==> src/hdl/drive_settings.svh <==
`ifndef DRIVE_SETTINGS_SVH
`define DRIVE_SETTINGS_SVH

// Data widths.
`define ERR_W      12     // Heading, desired heading and heading error.
`define SPD_W      11     // Signed wheel speed.
`define FRWRD_W    10     // Unsigned forward speed.

// PID gains.
`define P_COEFF    16     // Proportional gain.
`define D_COEFF    7      // Derivative gain.

// Move sequencer ramp.
`define FRWRD_MAX  10'h200  // Cruise forward speed.
`define RAMP_STEP  16       // Forward speed change per ramp tick.
`define RAMP_DIV   8        // Clock cycles per ramp tick.

// Motor drive.
`define PWM_PERIOD 1024   // Cycles per PWM frame.

`endif

==> src/hdl/drive_pkg.sv <==
`include "drive_settings.svh"

////////////////////////////////////////////////////////////////////////////
// Types shared by the heading-hold drive core.
////////////////////////////////////////////////////////////////////////////
package drive_pkg;

	// Move sequencer states.
	typedef enum logic [1:0] {
		IDLE      = 2'b00,   // Stopped, forward speed is zero.
		RAMP_UP   = 2'b01,   // Forward speed climbing toward cruise.
		CRUISE    = 2'b10,   // Holding the cruise forward speed.
		RAMP_DOWN = 2'b11    // Forward speed falling toward zero.
	} move_state_e;

	// Signed heading error, wraps modulo 2^ERR_W.
	typedef logic signed [`ERR_W-1:0] err_t;

	// Signed wheel speed, negative drives the wheel backward.
	typedef logic signed [`SPD_W-1:0] spd_t;

endpackage

==> src/hdl/pid_cmd_if.sv <==
`timescale 1ns/1ps
`include "drive_settings.svh"

// Command bundle from the heading and move stages into the PID.
interface pid_cmd_if;
	import drive_pkg::*;

	err_t               error;    // Heading error, held between strobes.
	logic               err_vld;  // One cycle strobe per new error.
	logic               moving;   // Sequencer is outside IDLE.
	logic [`FRWRD_W-1:0] frwrd;   // Ramped forward speed.

	// Heading error stage.
	modport src_err (output error, output err_vld);

	// Move sequencer.
	modport src_move (output moving, output frwrd);

	// PID controller reads everything.
	modport sink (input error, input err_vld, input moving, input frwrd);

endinterface

==> src/hdl/heading_err.sv <==
`timescale 1ns/1ps
`include "drive_settings.svh"

// Heading error stage. One registered error per heading sample.
module heading_err (
	input  logic              clk,          // System clock.
	input  logic              rst_n,        // Asynchronous active low reset.
	input  logic [`ERR_W-1:0] heading,      // Measured heading sample.
	input  logic              heading_vld,  // Strobe for a new heading sample.
	input  logic [`ERR_W-1:0] desired_hdg,  // Heading the robot should hold.
	pid_cmd_if.src_err        cmd           // Error and strobe toward the PID.
);
	import drive_pkg::*;

	err_t err_q;      // Registered heading error.
	logic err_vld_q;  // Strobe, one cycle behind heading_vld.

	// Difference wraps naturally in ERR_W bits, so 0xFFF and 0x001 are 2 apart.
	always_ff @(posedge clk, negedge rst_n) begin
		if (!rst_n) begin
			err_q     <= '0;
			err_vld_q <= 1'b0;
		end else begin
			err_vld_q <= heading_vld;  // Strobe follows the sample by one cycle.
			if (heading_vld)
				err_q <= err_t'(desired_hdg - heading);  // Held until next sample.
		end
	end

	assign cmd.error   = err_q;
	assign cmd.err_vld = err_vld_q;

	// A lone sample gives exactly one strobe, one cycle later.
	a_single_strobe: assert property (@(posedge clk) disable iff (!rst_n)
		heading_vld ##1 !heading_vld |-> err_vld_q ##1 !err_vld_q)
		else $error("heading_err strobe not a single cycle pulse.");

endmodule

==> src/hdl/move_seq.sv <==
`timescale 1ns/1ps
`include "drive_settings.svh"

// Move sequencer. Turns the level go command into a ramped forward speed.
module move_seq (
	input  logic        clk,    // System clock.
	input  logic        rst_n,  // Asynchronous active low reset.
	input  logic        go,     // Level drive command.
	pid_cmd_if.src_move cmd     // Moving flag and forward speed out.
);
	import drive_pkg::*;

	localparam int                  tick_w   = $clog2(`RAMP_DIV);
	localparam logic [`FRWRD_W-1:0] step_val = `RAMP_STEP;
	localparam logic [`FRWRD_W-1:0] max_val  = `FRWRD_MAX;

	move_state_e         state;      // Current state.
	move_state_e         state_nxt;  // Next state.
	logic [tick_w-1:0]   tick_cnt;   // Divides the clock down to the ramp rate.
	logic                ramp_tick;  // One cycle in RAMP_DIV.
	logic [`FRWRD_W:0]   frwrd_up;   // Forward speed plus one step, with carry.
	logic [`FRWRD_W-1:0] frwrd_q;    // Registered forward speed.
	logic [`FRWRD_W-1:0] frwrd_nxt;
	logic                moving_q;   // Registered moving flag.

	////////////////////////////////////////////////////////////////////////////
	// Ramp tick divider.
	////////////////////////////////////////////////////////////////////////////
	always_ff @(posedge clk, negedge rst_n) begin
		if (!rst_n)
			tick_cnt <= '0;
		else if ((state == IDLE) || ramp_tick)
			tick_cnt <= '0;  // Restart each period, parked while stopped.
		else
			tick_cnt <= tick_cnt + 1'b1;
	end

	assign ramp_tick = (tick_cnt == tick_w'(`RAMP_DIV - 1));
	assign frwrd_up  = {1'b0, frwrd_q} + {1'b0, step_val};

	////////////////////////////////////////////////////////////////////////////
	// Next state and forward speed.
	////////////////////////////////////////////////////////////////////////////
	always_comb begin
		state_nxt = state;
		frwrd_nxt = frwrd_q;
		case (state)
			IDLE: begin
				frwrd_nxt = '0;
				if (go)
					state_nxt = RAMP_UP;
			end
			RAMP_UP: begin
				if (!go)
					state_nxt = RAMP_DOWN;
				else if (ramp_tick) begin
					// Clamp at cruise speed.
					frwrd_nxt = (frwrd_up >= {1'b0, max_val}) ? max_val : frwrd_up[`FRWRD_W-1:0];
					if (frwrd_nxt == max_val)
						state_nxt = CRUISE;
				end
			end
			CRUISE: begin
				if (!go)
					state_nxt = RAMP_DOWN;
			end
			RAMP_DOWN: begin
				if (go)
					state_nxt = RAMP_UP;  // Resume climbing from the current speed.
				else if (ramp_tick) begin
					frwrd_nxt = (frwrd_q <= step_val) ? '0 : (frwrd_q - step_val);  // Floor at zero.
					if (frwrd_nxt == '0)
						state_nxt = IDLE;
				end
			end
			default: state_nxt = IDLE;
		endcase
	end

	always_ff @(posedge clk, negedge rst_n) begin
		if (!rst_n) begin
			state    <= IDLE;
			frwrd_q  <= '0;
			moving_q <= 1'b0;
		end else begin
			state    <= state_nxt;
			frwrd_q  <= frwrd_nxt;
			moving_q <= (state_nxt != IDLE);  // Tracks the state register exactly.
		end
	end

	assign cmd.moving = moving_q;
	assign cmd.frwrd  = frwrd_q;

	a_frwrd_max: assert property (@(posedge clk) disable iff (!rst_n)
		frwrd_q <= max_val)
		else $error("move_seq forward speed above cruise.");

	a_moving_state: assert property (@(posedge clk) disable iff (!rst_n)
		moving_q == (state != IDLE))
		else $error("move_seq moving flag out of step with state.");

endmodule

==> src/hdl/pid.sv <==
`timescale 1ns/1ps
`include "drive_settings.svh"

// PID heading controller. Forms saturated left and right wheel speeds.
module pid (
	input  logic            clk,      // System clock.
	input  logic            rst_n,    // Asynchronous active low reset.
	pid_cmd_if.sink         cmd,      // Error, strobe, moving flag and forward speed.
	output drive_pkg::spd_t lft_spd,  // Left wheel speed.
	output drive_pkg::spd_t rght_spd  // Right wheel speed.
);
	import drive_pkg::*;

	localparam logic signed [5:0] p_gain = `P_COEFF;
	localparam logic signed [4:0] d_gain = `D_COEFF;

	// P term.
	logic signed [9:0]  err_sat;      // Error saturated to 10 bits.
	logic signed [13:0] p_term;
	// I term.
	logic signed [14:0] err_sat_ext;  // Saturated error widened to integrator size.
	logic signed [14:0] integ_sum;    // Candidate integrator value.
	logic               integ_ov;     // Candidate overflowed.
	logic signed [14:0] integ_nxt;
	logic signed [14:0] integrator;
	logic signed [8:0]  i_term;
	// D term.
	logic signed [9:0]  hist_0;       // Newest stored error.
	logic signed [9:0]  hist_1;
	logic signed [9:0]  hist_2;       // Oldest stored error.
	logic signed [10:0] d_diff;       // Full width difference, cannot wrap.
	logic signed [7:0]  d_diff_sat;
	logic signed [12:0] d_term;
	// Sum and wheel mix.
	logic signed [13:0] pid_term;
	spd_t               frwrd_ext;
	spd_t               lft_raw;
	spd_t               rght_raw;

	////////////////////////////////////////////////////////////////////////////
	// Proportional.
	////////////////////////////////////////////////////////////////////////////
	// Clamp to 0x1FF or 0x200 when the upper bits are not all sign.
	assign err_sat = (~cmd.error[`ERR_W-1] & |cmd.error[`ERR_W-2:9]) ? 10'sh1FF :
	                 (cmd.error[`ERR_W-1] & ~&cmd.error[`ERR_W-2:9]) ? 10'sh200 :
	                 cmd.error[9:0];

	assign p_term = err_sat * p_gain;  // Fits 14 bits for any 10 bit error.

	////////////////////////////////////////////////////////////////////////////
	// Integral.
	////////////////////////////////////////////////////////////////////////////
	assign err_sat_ext = {{5{err_sat[9]}}, err_sat};
	assign integ_sum   = integrator + err_sat_ext;

	// Overflow only when both addends share a sign and the sum flips it.
	assign integ_ov = (err_sat_ext[14] == integrator[14]) && (integ_sum[14] != err_sat_ext[14]);

	always_comb begin
		if (!cmd.moving)
			integ_nxt = '0;  // Wind down while stopped.
		else if (cmd.err_vld && !integ_ov)
			integ_nxt = integ_sum;
		else
			integ_nxt = integrator;  // Hold between strobes and at the limit.
	end

	always_ff @(posedge clk, negedge rst_n) begin
		if (!rst_n)
			integrator <= '0;
		else
			integrator <= integ_nxt;
	end

	assign i_term = integrator[14:6];  // Top 9 bits.

	////////////////////////////////////////////////////////////////////////////
	// Derivative.
	////////////////////////////////////////////////////////////////////////////
	// Three deep history, shifted on each strobe.
	always_ff @(posedge clk, negedge rst_n) begin
		if (!rst_n) begin
			hist_0 <= '0;
			hist_1 <= '0;
			hist_2 <= '0;
		end else if (cmd.err_vld) begin
			hist_0 <= err_sat;
			hist_1 <= hist_0;
			hist_2 <= hist_1;
		end
	end

	assign d_diff = {err_sat[9], err_sat} - {hist_2[9], hist_2};

	// Saturate to 8 bits.
	assign d_diff_sat = (~d_diff[10] & |d_diff[9:7]) ? 8'sh7F :
	                    (d_diff[10] & ~&d_diff[9:7]) ? 8'sh80 :
	                    d_diff[7:0];

	assign d_term = d_diff_sat * d_gain;

	////////////////////////////////////////////////////////////////////////////
	// Sum and wheel mix.
	////////////////////////////////////////////////////////////////////////////
	// P/2 + I + D, all sign extended to 14 bits.
	assign pid_term = {p_term[13], p_term[13:1]} + {{5{i_term[8]}}, i_term} + {d_term[12], d_term};

	assign frwrd_ext = {1'b0, cmd.frwrd};  // Forward speed is never negative.

	assign lft_raw  = cmd.moving ? (frwrd_ext + pid_term[13:3]) : '0;
	assign rght_raw = cmd.moving ? (frwrd_ext - pid_term[13:3]) : '0;

	// Positive correction pushing left negative means it wrapped high.
	assign lft_spd  = (~pid_term[13] & lft_raw[10]) ? 11'sh3FF : lft_raw;
	// Same for the right wheel with the correction subtracted.
	assign rght_spd = (pid_term[13] & rght_raw[10]) ? 11'sh3FF : rght_raw;

	a_idle_zero: assert property (@(posedge clk) disable iff (!rst_n)
		!cmd.moving |-> (lft_spd == '0) && (rght_spd == '0))
		else $error("pid wheel speeds nonzero while stopped.");

endmodule

==> src/hdl/motor_pwm.sv <==
`timescale 1ns/1ps
`include "drive_settings.svh"

// PWM motor drive for one wheel. Duty equals the speed magnitude.
module motor_pwm (
	input  logic            clk,    // System clock.
	input  logic            rst_n,  // Asynchronous active low reset.
	input  drive_pkg::spd_t spd,    // Signed wheel speed.
	output logic            pwm,    // Motor enable pulse.
	output logic            dir     // High for reverse.
);
	localparam int cnt_w = $clog2(`PWM_PERIOD);

	logic [cnt_w-1:0]  frm_cnt;   // Free running frame counter.
	logic              frm_last;  // Last cycle of the frame.
	logic [`SPD_W-1:0] spd_abs;   // Magnitude of the incoming speed.
	logic [`SPD_W-1:0] spd_mag;   // Magnitude held for the current frame.
	logic              dir_q;

	assign frm_last = (frm_cnt == cnt_w'(`PWM_PERIOD - 1));

	always_ff @(posedge clk, negedge rst_n) begin
		if (!rst_n)
			frm_cnt <= '0;
		else if (frm_last)
			frm_cnt <= '0;
		else
			frm_cnt <= frm_cnt + 1'b1;
	end

	// Full negative speed maps to 2^(SPD_W-1), which still fits unsigned.
	assign spd_abs = spd[`SPD_W-1] ? `SPD_W'(-spd) : spd;

	////////////////////////////////////////////////////////////////////////////
	// Speed sample, taken on the edge into count zero.
	////////////////////////////////////////////////////////////////////////////
	always_ff @(posedge clk, negedge rst_n) begin
		if (!rst_n) begin
			spd_mag <= '0;
			dir_q   <= 1'b0;
		end else if (frm_last) begin
			spd_mag <= spd_abs;
			dir_q   <= spd[`SPD_W-1];  // Sign picks the direction.
		end
	end

	// High for spd_mag cycles per frame, always high at full scale.
	assign pwm = ({1'b0, frm_cnt} < spd_mag);
	assign dir = dir_q;

endmodule

==> src/hdl/drive_ctrl_top.sv <==
`timescale 1ns/1ps
`include "drive_settings.svh"

// Heading-hold drive core. Heading sample to wheel speed in 2 cycles.
module drive_ctrl_top (
	input  logic              clk,          // System clock.
	input  logic              rst_n,        // Asynchronous active low reset.
	input  logic              go,           // Level drive command.
	input  logic [`ERR_W-1:0] heading,      // Measured heading sample.
	input  logic              heading_vld,  // Strobe for a new heading sample.
	input  logic [`ERR_W-1:0] desired_hdg,  // Heading to hold.
	output drive_pkg::spd_t   lft_spd,      // Left wheel speed.
	output drive_pkg::spd_t   rght_spd,     // Right wheel speed.
	output logic              lft_pwm,      // Left motor PWM.
	output logic              lft_dir,      // Left motor direction.
	output logic              rght_pwm,     // Right motor PWM.
	output logic              rght_dir      // Right motor direction.
);

	pid_cmd_if cmd_if ();  // Error and motion command into the PID.

	////////////////////////////////////////////////////////////////////////////
	// Command stages.
	////////////////////////////////////////////////////////////////////////////
	heading_err heading_err_i (
		.clk         (clk),
		.rst_n       (rst_n),
		.heading     (heading),
		.heading_vld (heading_vld),
		.desired_hdg (desired_hdg),
		.cmd         (cmd_if)
	);

	move_seq move_seq_i (
		.clk   (clk),
		.rst_n (rst_n),
		.go    (go),
		.cmd   (cmd_if)
	);

	////////////////////////////////////////////////////////////////////////////
	// Controller and motor drive.
	////////////////////////////////////////////////////////////////////////////
	pid pid_i (
		.clk      (clk),
		.rst_n    (rst_n),
		.cmd      (cmd_if),
		.lft_spd  (lft_spd),
		.rght_spd (rght_spd)
	);

	motor_pwm lft_pwm_i (.clk(clk), .rst_n(rst_n), .spd(lft_spd), .pwm(lft_pwm), .dir(lft_dir));

	motor_pwm rght_pwm_i (.clk(clk), .rst_n(rst_n), .spd(rght_spd), .pwm(rght_pwm), .dir(rght_dir));

endmodule

==> config.mk <==
export PLATFORM = sky130hd
export DESIGN_NAME = drive_ctrl_top
export DESIGN_NICKNAME = d
export VERILOG_FILES = /design/src/hdl/drive_pkg.sv /design/src/hdl/pid_cmd_if.sv /design/src/hdl/heading_err.sv /design/src/hdl/move_seq.sv /design/src/hdl/pid.sv /design/src/hdl/motor_pwm.sv /design/src/hdl/drive_ctrl_top.sv
export VERILOG_INCLUDE_DIRS = /design/src /design/src/hdl
export SDC_FILE = /design/constraint.sdc
export NUM_CORES = 1
export LEC_CHECK = 0
export ABC_AREA = 1
export BUFFER_PORTS_ARGS = -buffer_cell sky130_fd_sc_hd__clkbuf_2
export CELL_PAD_IN_SITES_DETAIL_PLACEMENT = 0
export CELL_PAD_IN_SITES_GLOBAL_PLACEMENT = 1
export CORE_ASPECT_RATIO = 1.4
export CORE_UTILIZATION = 42
export CTS_CLUSTER_DIAMETER = 200
export DETAILED_ROUTE_END_ITERATION = 12
export GPL_TIMING_DRIVEN = 0
export HOLD_SLACK_MARGIN = 0.06
export MAX_ROUTING_LAYER = met4
export PLACE_DENSITY = 0.84
export SETUP_SLACK_MARGIN = 0.15
export SYNTH_ARGS = -nofsm -noshare
export SYNTH_HDL_FRONTEND = slang
export SYNTH_HIERARCHICAL = 1
export SYNTH_SLANG_ARGS = --single-unit
==> constraint.sdc <==
create_clock -name clk -period 10.7 [get_ports clk]
set_input_delay 2.14 -clock clk [delete_from_list [all_inputs] [get_ports clk]]
set_output_delay 2.14 -clock clk [all_outputs]
set_load 0.01 [all_outputs]
==> impl_metrics.env, run 1 <==
export IMPL_synth_edf_count=0
export IMPL_htreeDepth=4
export IMPL_avgSynthCellArea_um2=7.33
export IMPL_num_nets_final=1750
export IMPL_syn2layout_area_growth_pct=24.8
export IMPL_ctsRootBufferMaster="clkbuf_16"
export IMPL_cpMostUsedCell="buf_6"
export IMPL_wl_per_cell_um=14.0
export IMPL_startpoint="heading_err_i/cmd.error[9]"
export IMPL_overflow=0
export IMPL_io_pins=54
export IMPL_placed_area_mm2=0.0114
export IMPL_cts_buffers=17
export IMPL_slew_headroom=0.502
export IMPL_r2r_end="rght_pwm_i/spd_mag[6]"
export IMPL_drt_antenna_violating_nets=0
export IMPL_start_kind="flop"
export IMPL_clk_path_buf_depth=2
export IMPL_hold_violations=0
export IMPL_ctsHoldBuffers=0
export IMPL_n_fill_cell=2355
export IMPL_maxSlewViolCount=0
export IMPL_portBuffers=53
export IMPL_grt_pass1_wl_um=43300
export IMPL_row_count=68
export IMPL_diodes=0
export IMPL_cp_num_buf_inv=11
export IMPL_timing_setup_tns_ns=0
export IMPL_setup_viol=0
export IMPL_netlist_area_mm2=0.0107
export IMPL_post_route_min_period_ns=10.40
export IMPL_cap_violations=0
export IMPL_grt_max_degree=109
export IMPL_grt_usage=0.218
export IMPL_grt_setup_unrepaired="yes"
export IMPL_dieWidth_um=137
export IMPL_ff_latch_area_mm2=0.00296
export IMPL_num_vias=9597
export IMPL_critPathKind="flop to primary output"
export IMPL_fin_crit_sh=0.972
export IMPL_synth_cells=1456
export IMPL_cp_max_fo=6
export IMPL_antenna_found_initial=0
export IMPL_dp_hpwl_um=20500
export IMPL_slowest_delay_ns=0.53
export IMPL_design_core_area_mm2=0.0248
export IMPL_fin_hold_ws_ns=0.441
export IMPL_timing_rr_start="heading_err_i/cmd.error[9]"
export IMPL_clk_pin_slew_worst_paths_ns=0.06
export IMPL_grt_pass1_vias=9364
export IMPL_reg2regPathDepth=54
export IMPL_yosysWarningCount=6
export IMPL_dieArea_mm2=0.0261
export IMPL_wl_um=26800
export IMPL_crit_family="adder cells"
export IMPL_worst_path_stages=46
export IMPL_skew_ns=0.0162
export IMPL_synth_flop_cell="dfrtp_1"
export IMPL_cts_tree="built"
export IMPL_crit_path_end="rght_spd[6]"
export IMPL_multi_input_area_mm2=0.00742
export IMPL_hp_class="flop to flop"
export IMPL_clock_latency_ns=0.43
export IMPL_r2r_setup_slack_ns=1.88
export IMPL_ys_ff_latch=118
export IMPL_cp_required_ns=8.56
export IMPL_ys_async_sr_fraction=1.00
export IMPL_syn_nets=1619
export IMPL_ys_seq_area_frac=0.277
export IMPL_chipHeight_um=191
export IMPL_vias_per_cell=5.01
export IMPL_cts_num_sinks=118
export IMPL_place_congestion=0.883
export IMPL_outcome="finished clean"
export IMPL_drc=0
export IMPL_initial_core_util=0.430
export IMPL_end_kind="primary output"
export IMPL_max_freq_mhz=96.2
export IMPL_design_area_mm2=0.0133
export IMPL_dr_pass1_iters=5
export IMPL_ys_types=47
export IMPL_finish_utilization=0.536
export IMPL_slowest_stage="fa_1"
export IMPL_critPathArrivalTime_ns=8.26
export IMPL_drive_above_1_share=0.234
export IMPL_drtIter0Drc=279
export IMPL_tightest_slew_ns=0.747
[cell usage in the layout (no fill, tap or decap), drive strengths merged, types with 10 or more instances in the layout]
cell | netlist | final
ha | 114 | 114
nand2 | 382 | 382
nand4 | 25 | 25
clkbuf | 13 | 72
dfrtp | 118 | 118
fa | 21 | 21
nand3 | 105 | 105
buf | 13 | 85
xnor2 | 23 | 23
nor2 | 106 | 106
o21ai | 89 | 89
mux2 | 10 | 10
inv | 250 | 256
xor2 | 40 | 40
a21oi | 80 | 80
[stage by stage]
step,worst slack [ns],instances
2_1_floorplan,0.485,1456
3_3_place_gp,-1.60,1824
4_1_cts,0.159,1879
3_5_place_dp,-1.71,1825
6_report,0.300,1915
5_1_grt,-0.0610,1915
[registers in the layout (all words and copies together) (netlist names)]
name and count:
heading_err_i/cmd.err_vld 1, heading_err_i/cmd.error 12, lft_pwm_i/dir 1, lft_pwm_i/frm_cnt 10
lft_pwm_i/spd_mag 11, move_seq_i/cmd.frwrd 10, move_seq_i/cmd.moving 1, move_seq_i/state 2
move_seq_i/tick_cnt 3, pid_i/hist_0 10, pid_i/hist_1 10, pid_i/hist_2 10
pid_i/integrator 15, rght_pwm_i/dir 1, rght_pwm_i/frm_cnt 10, rght_pwm_i/spd_mag 11
[worst min path at each step]
| stage | from | to | slack, ns | depth (start not counted) |
|---|---|---|---|---|
| 2_1_floorplan | move_seq_i/tick_cnt[0] | move_seq_i/tick_cnt[0] | 0.41 | 1 |
| 3_3_place_gp | move_seq_i/tick_cnt[0] | move_seq_i/tick_cnt[0] | 0.43 | 1 |
| 3_5_place_dp | move_seq_i/tick_cnt[0] | move_seq_i/tick_cnt[0] | 0.43 | 1 |
| 4_1_cts | move_seq_i/tick_cnt[0] | move_seq_i/tick_cnt[0] | 0.44 | 1 |
| 5_1_grt | move_seq_i/tick_cnt[0] | move_seq_i/tick_cnt[0] | 0.46 | 1 |
| 6_report | move_seq_i/tick_cnt[0] | move_seq_i/tick_cnt[0] | 0.44 | 1 |
[cells in the mapped netlist, drive strengths merged, types with 7 or more instances]
library cell | n | area share
ha | 114 | 0.13
clkbuf | 13 | 0.0046
nand3 | 105 | 0.050
xnor2 | 23 | 0.019
o21ai | 89 | 0.045
nor2 | 106 | 0.041
dfrtp | 118 | 0.28
a21oi | 80 | 0.039
buf | 13 | 0.0087
nor3 | 9 | 0.0042
nand2 | 382 | 0.15
mux2 | 10 | 0.011
nand4 | 25 | 0.020
xor2 | 40 | 0.033
fa | 21 | 0.039
a31oi | 7 | 0.0041
inv | 250 | 0.088
[cell families (layout without fill, tap and decap cells)]
| logic type | Yosys count | count (layout) | share of synthesized area |
|---|---|---|---|
| compound gates | 209 | 209 | 0.113 |
| simple gates | 643 | 643 | 0.273 |
| mux | 10 | 10 | 0.0105 |
| fa+ha+maj | 135 | 135 | 0.173 |
| xor+xnor | 63 | 63 | 0.0517 |
| buf+inv | 278 | 422 | 0.102 |
| flops | 118 | 118 | 0.277 |
[layout make-up]
type                       instances  area share
multi-input combinational       1060       0.557
clock buffer                      19      0.0340
clock inverter                    13     0.00845
sequential                       118       0.222
buffer                            25      0.0116
inverter                         252      0.0727
tap                              315      0.0296
timing repair buffer             113      0.0647
[what timing repair did]
item | CTS | global route
endpoints found under the setup margin | 32 | 22
gates resized for setup | 86 | 152
hold endpoints to repair | 0 | 0
pin swaps | 27 | 72
setup buffers | 22 | 36
gates cloned | 1 | 0
[metal layers]
metal,share of wire,GRT usage,vias up,wire length (µm)
met5,0,-,-,0
met4,0.036,0.0987,0,961
met3,0.029,0.0316,61,776
met2,0.54,0.405,180,14400
met1,0.40,0.221,4421,10600
li1,-,-,4935,-
Power of run 1 is left out: the tool's default activity adds up to more than one toggle a clock period on the data nets, which glitch-free logic cannot reach.
==> inputs of run 2 (changes only) <==
==> constraint.sdc (replaced) <==
create_clock -name clk -period 10.7 [get_ports clk]
set_input_delay 1.605 -clock clk [delete_from_list [all_inputs] [get_ports clk]]
set_output_delay 1.605 -clock clk [all_outputs]
set_load 0.01 [all_outputs]
==> run 2 against run 1 <==
  * Critical path depth rose by 1
  * Die area did not move
  * Critical endpoint is now rght_spd[3]
  * Worst setup slack improved by 0.26 ns
  * Final cell count fell by 2.2%
  * Clock skew barely moved
  * Sequential share of layout area rose by 1.5 points
  * Non-clock buffer count fell by 43
  * First-iteration DRC count fell by 6.5%
  * Critical path type unchanged
  * Core utilization fell by 3.4 points
==> impl_metrics.env, run 2 (synthesis gave the netlist of run 1 again) <==
export IMPL_outcome="finished clean"
export IMPL_wl_per_cell_um=13.8
export IMPL_dp_hpwl_um=20500
export IMPL_grt_pass1_vias=9209
export IMPL_portBuffers=53
export IMPL_dieWidth_um=137
export IMPL_min_path_cells=1
export IMPL_diodes=0
export IMPL_io_pins=54
export IMPL_clk_path_buf_depth=2
export IMPL_dieArea_mm2=0.0261
export IMPL_fin_crit_sh=0.948
export IMPL_syn2layout_area_growth_pct=16.9
export IMPL_cp_required_ns=9.10
export IMPL_num_vias=9396
export IMPL_design_core_area_mm2=0.0248
export IMPL_placed_cells=1825
export IMPL_cts_buffers=17
export IMPL_grt_usage=0.214
export IMPL_slowest_stage="fa_1"
export IMPL_timing_setup_tns_ns=0
export IMPL_hold_violations=0
export IMPL_start_kind="flop"
export IMPL_r2r_setup_slack_ns=1.63
export IMPL_final_cell_mix="nand2_1 (345), inv_1 (236), dfrtp_1 (116)"
export IMPL_timing_rr_start="heading_err_i/cmd.error[11]"
export IMPL_stdcell_count=1872
export IMPL_r2r_end="rght_pwm_i/spd_mag[6]"
export IMPL_post_route_min_period_ns=10.14
export IMPL_critPathKind="flop to primary output"
export IMPL_cpMostUsedCell="nand2_1"
export IMPL_maxSlewViolCount=0
export IMPL_ctsHoldBuffers=0
export IMPL_reg2regPathDepth=55
export IMPL_drive_above_1_share=0.168
export IMPL_setup_viol=0
export IMPL_overflow=0
export IMPL_grt_max_degree=109
export IMPL_holdPathEnd="move_seq_i/tick_cnt[0]"
export IMPL_clk_pin_slew_worst_paths_ns=0.06
export IMPL_skew_ns=0.0166
export IMPL_cp_max_fo=6
export IMPL_end_kind="primary output"
export IMPL_chipHeight_um=191
export IMPL_regMostFlops="pid_i/integrator"
export IMPL_slowest_delay_ns=0.59
export IMPL_tightest_slew_ns=0.736
export IMPL_dr_pass1_iters=6
export IMPL_initial_core_util=0.430
export IMPL_max_freq_mhz=98.6
export IMPL_drc=0
export IMPL_drt_antenna_violating_nets=0
export IMPL_layout_commonest_cell="nand2_1"
export IMPL_clock_latency_ns=0.43
export IMPL_place_congestion=0.883
export IMPL_antenna_found_initial=0
export IMPL_cts_tree="built"
export IMPL_num_nets_final=1707
export IMPL_vias_per_cell=5.02
export IMPL_largest_reg_flops=15
export IMPL_grt_setup_unrepaired="no"
export IMPL_hp_class="flop to flop"
export IMPL_cts_num_sinks=118
export IMPL_min_from="move_seq_i/tick_cnt[0]"
export IMPL_wl_um=25800
export IMPL_ctsRootBufferMaster="clkbuf_16"
export IMPL_grt_pass1_wl_um=42500
export IMPL_drtIter0Drc=261
export IMPL_cap_violations=0
export IMPL_htreeDepth=4
export IMPL_critPathArrivalTime_ns=8.54
export IMPL_slew_headroom=0.509
export IMPL_row_count=68
==> run 2: changes by cell type in the layout (fill, tap and decap cells not counted), sizes merged <==
| cell | previous run | this run |
|---|---|---|
| clkinv | 9 | 8 |
| buf | 85 | 29 |
| inv | 256 | 257 |
| clkbuf | 72 | 85 |
==> run 2: area by class of cell <==
cell class,instances,area (µm²)
Buffer,26,154
Sequential cell,118,2960
Multi-Input combinational cell,1060,7020
Tap cell,315,394
Fill cell,2462,12400
Timing Repair Buffer,69,444
Clock inverter,13,113
Clock buffer,19,453
Inverter,252,953
==> run 2: worst max-delay path by stage <==
stage,start,end,cells after the start
final,heading_err_i/cmd.error[11],rght_spd[3],47
after floorplan,heading_err_i/cmd.error[9],rght_spd[2],40
after global routing,heading_err_i/cmd.error[11],rght_spd[3],48
after CTS,heading_err_i/cmd.error[11],rght_spd[6],42
after global placement,heading_err_i/cmd.error[11],rght_spd[6],43
after detailed placement,heading_err_i/cmd.error[10],rght_spd[6],41
==> run 2: layer usage <==
metal / GRT usage / share of wire
met1: 0.216 / 0.40
met2: 0.400 / 0.53
met3: 0.0314 / 0.027
met4: 0.0923 / 0.041
met5: - / 0
==> run 2: repair_timing <==
item / in CTS / in global routing
pin swaps: 4 / 22
gates cloned: 0 / 1
resized for setup: 43 / 57
setup buffers: 4 / 10
endpoints found under the setup margin: 32 / 22
==> run 2: worst max-delay path, delay by kind of cell (launching register included) <==
kind,cells,cell delay (ns)
DFF,1,0.44
and+or+nand+nor,14,1.20
adders and majority gates,8,2.71
AOI/OAI and AO/OA,13,2.18
buffers and inverters,10,1.15
xor gates and xnor gates,2,0.44
==> run 2: through the flow <==
stage	area, µm²	hold WS (ns)	utilization	setup WS (ns)
2_1_floorplan	10700	0.415	-	1.02
5_1_grt	12500	0.464	0.502	0.107
6_report	12500	0.441	0.502	0.558
4_1_cts	12100	0.443	0.489	0.169
3_5_place_dp	11400	0.435	0.458	-1.17
3_3_place_gp	11300	0.427	0.456	-1.06
Power of run 2 is left out for the same reason.
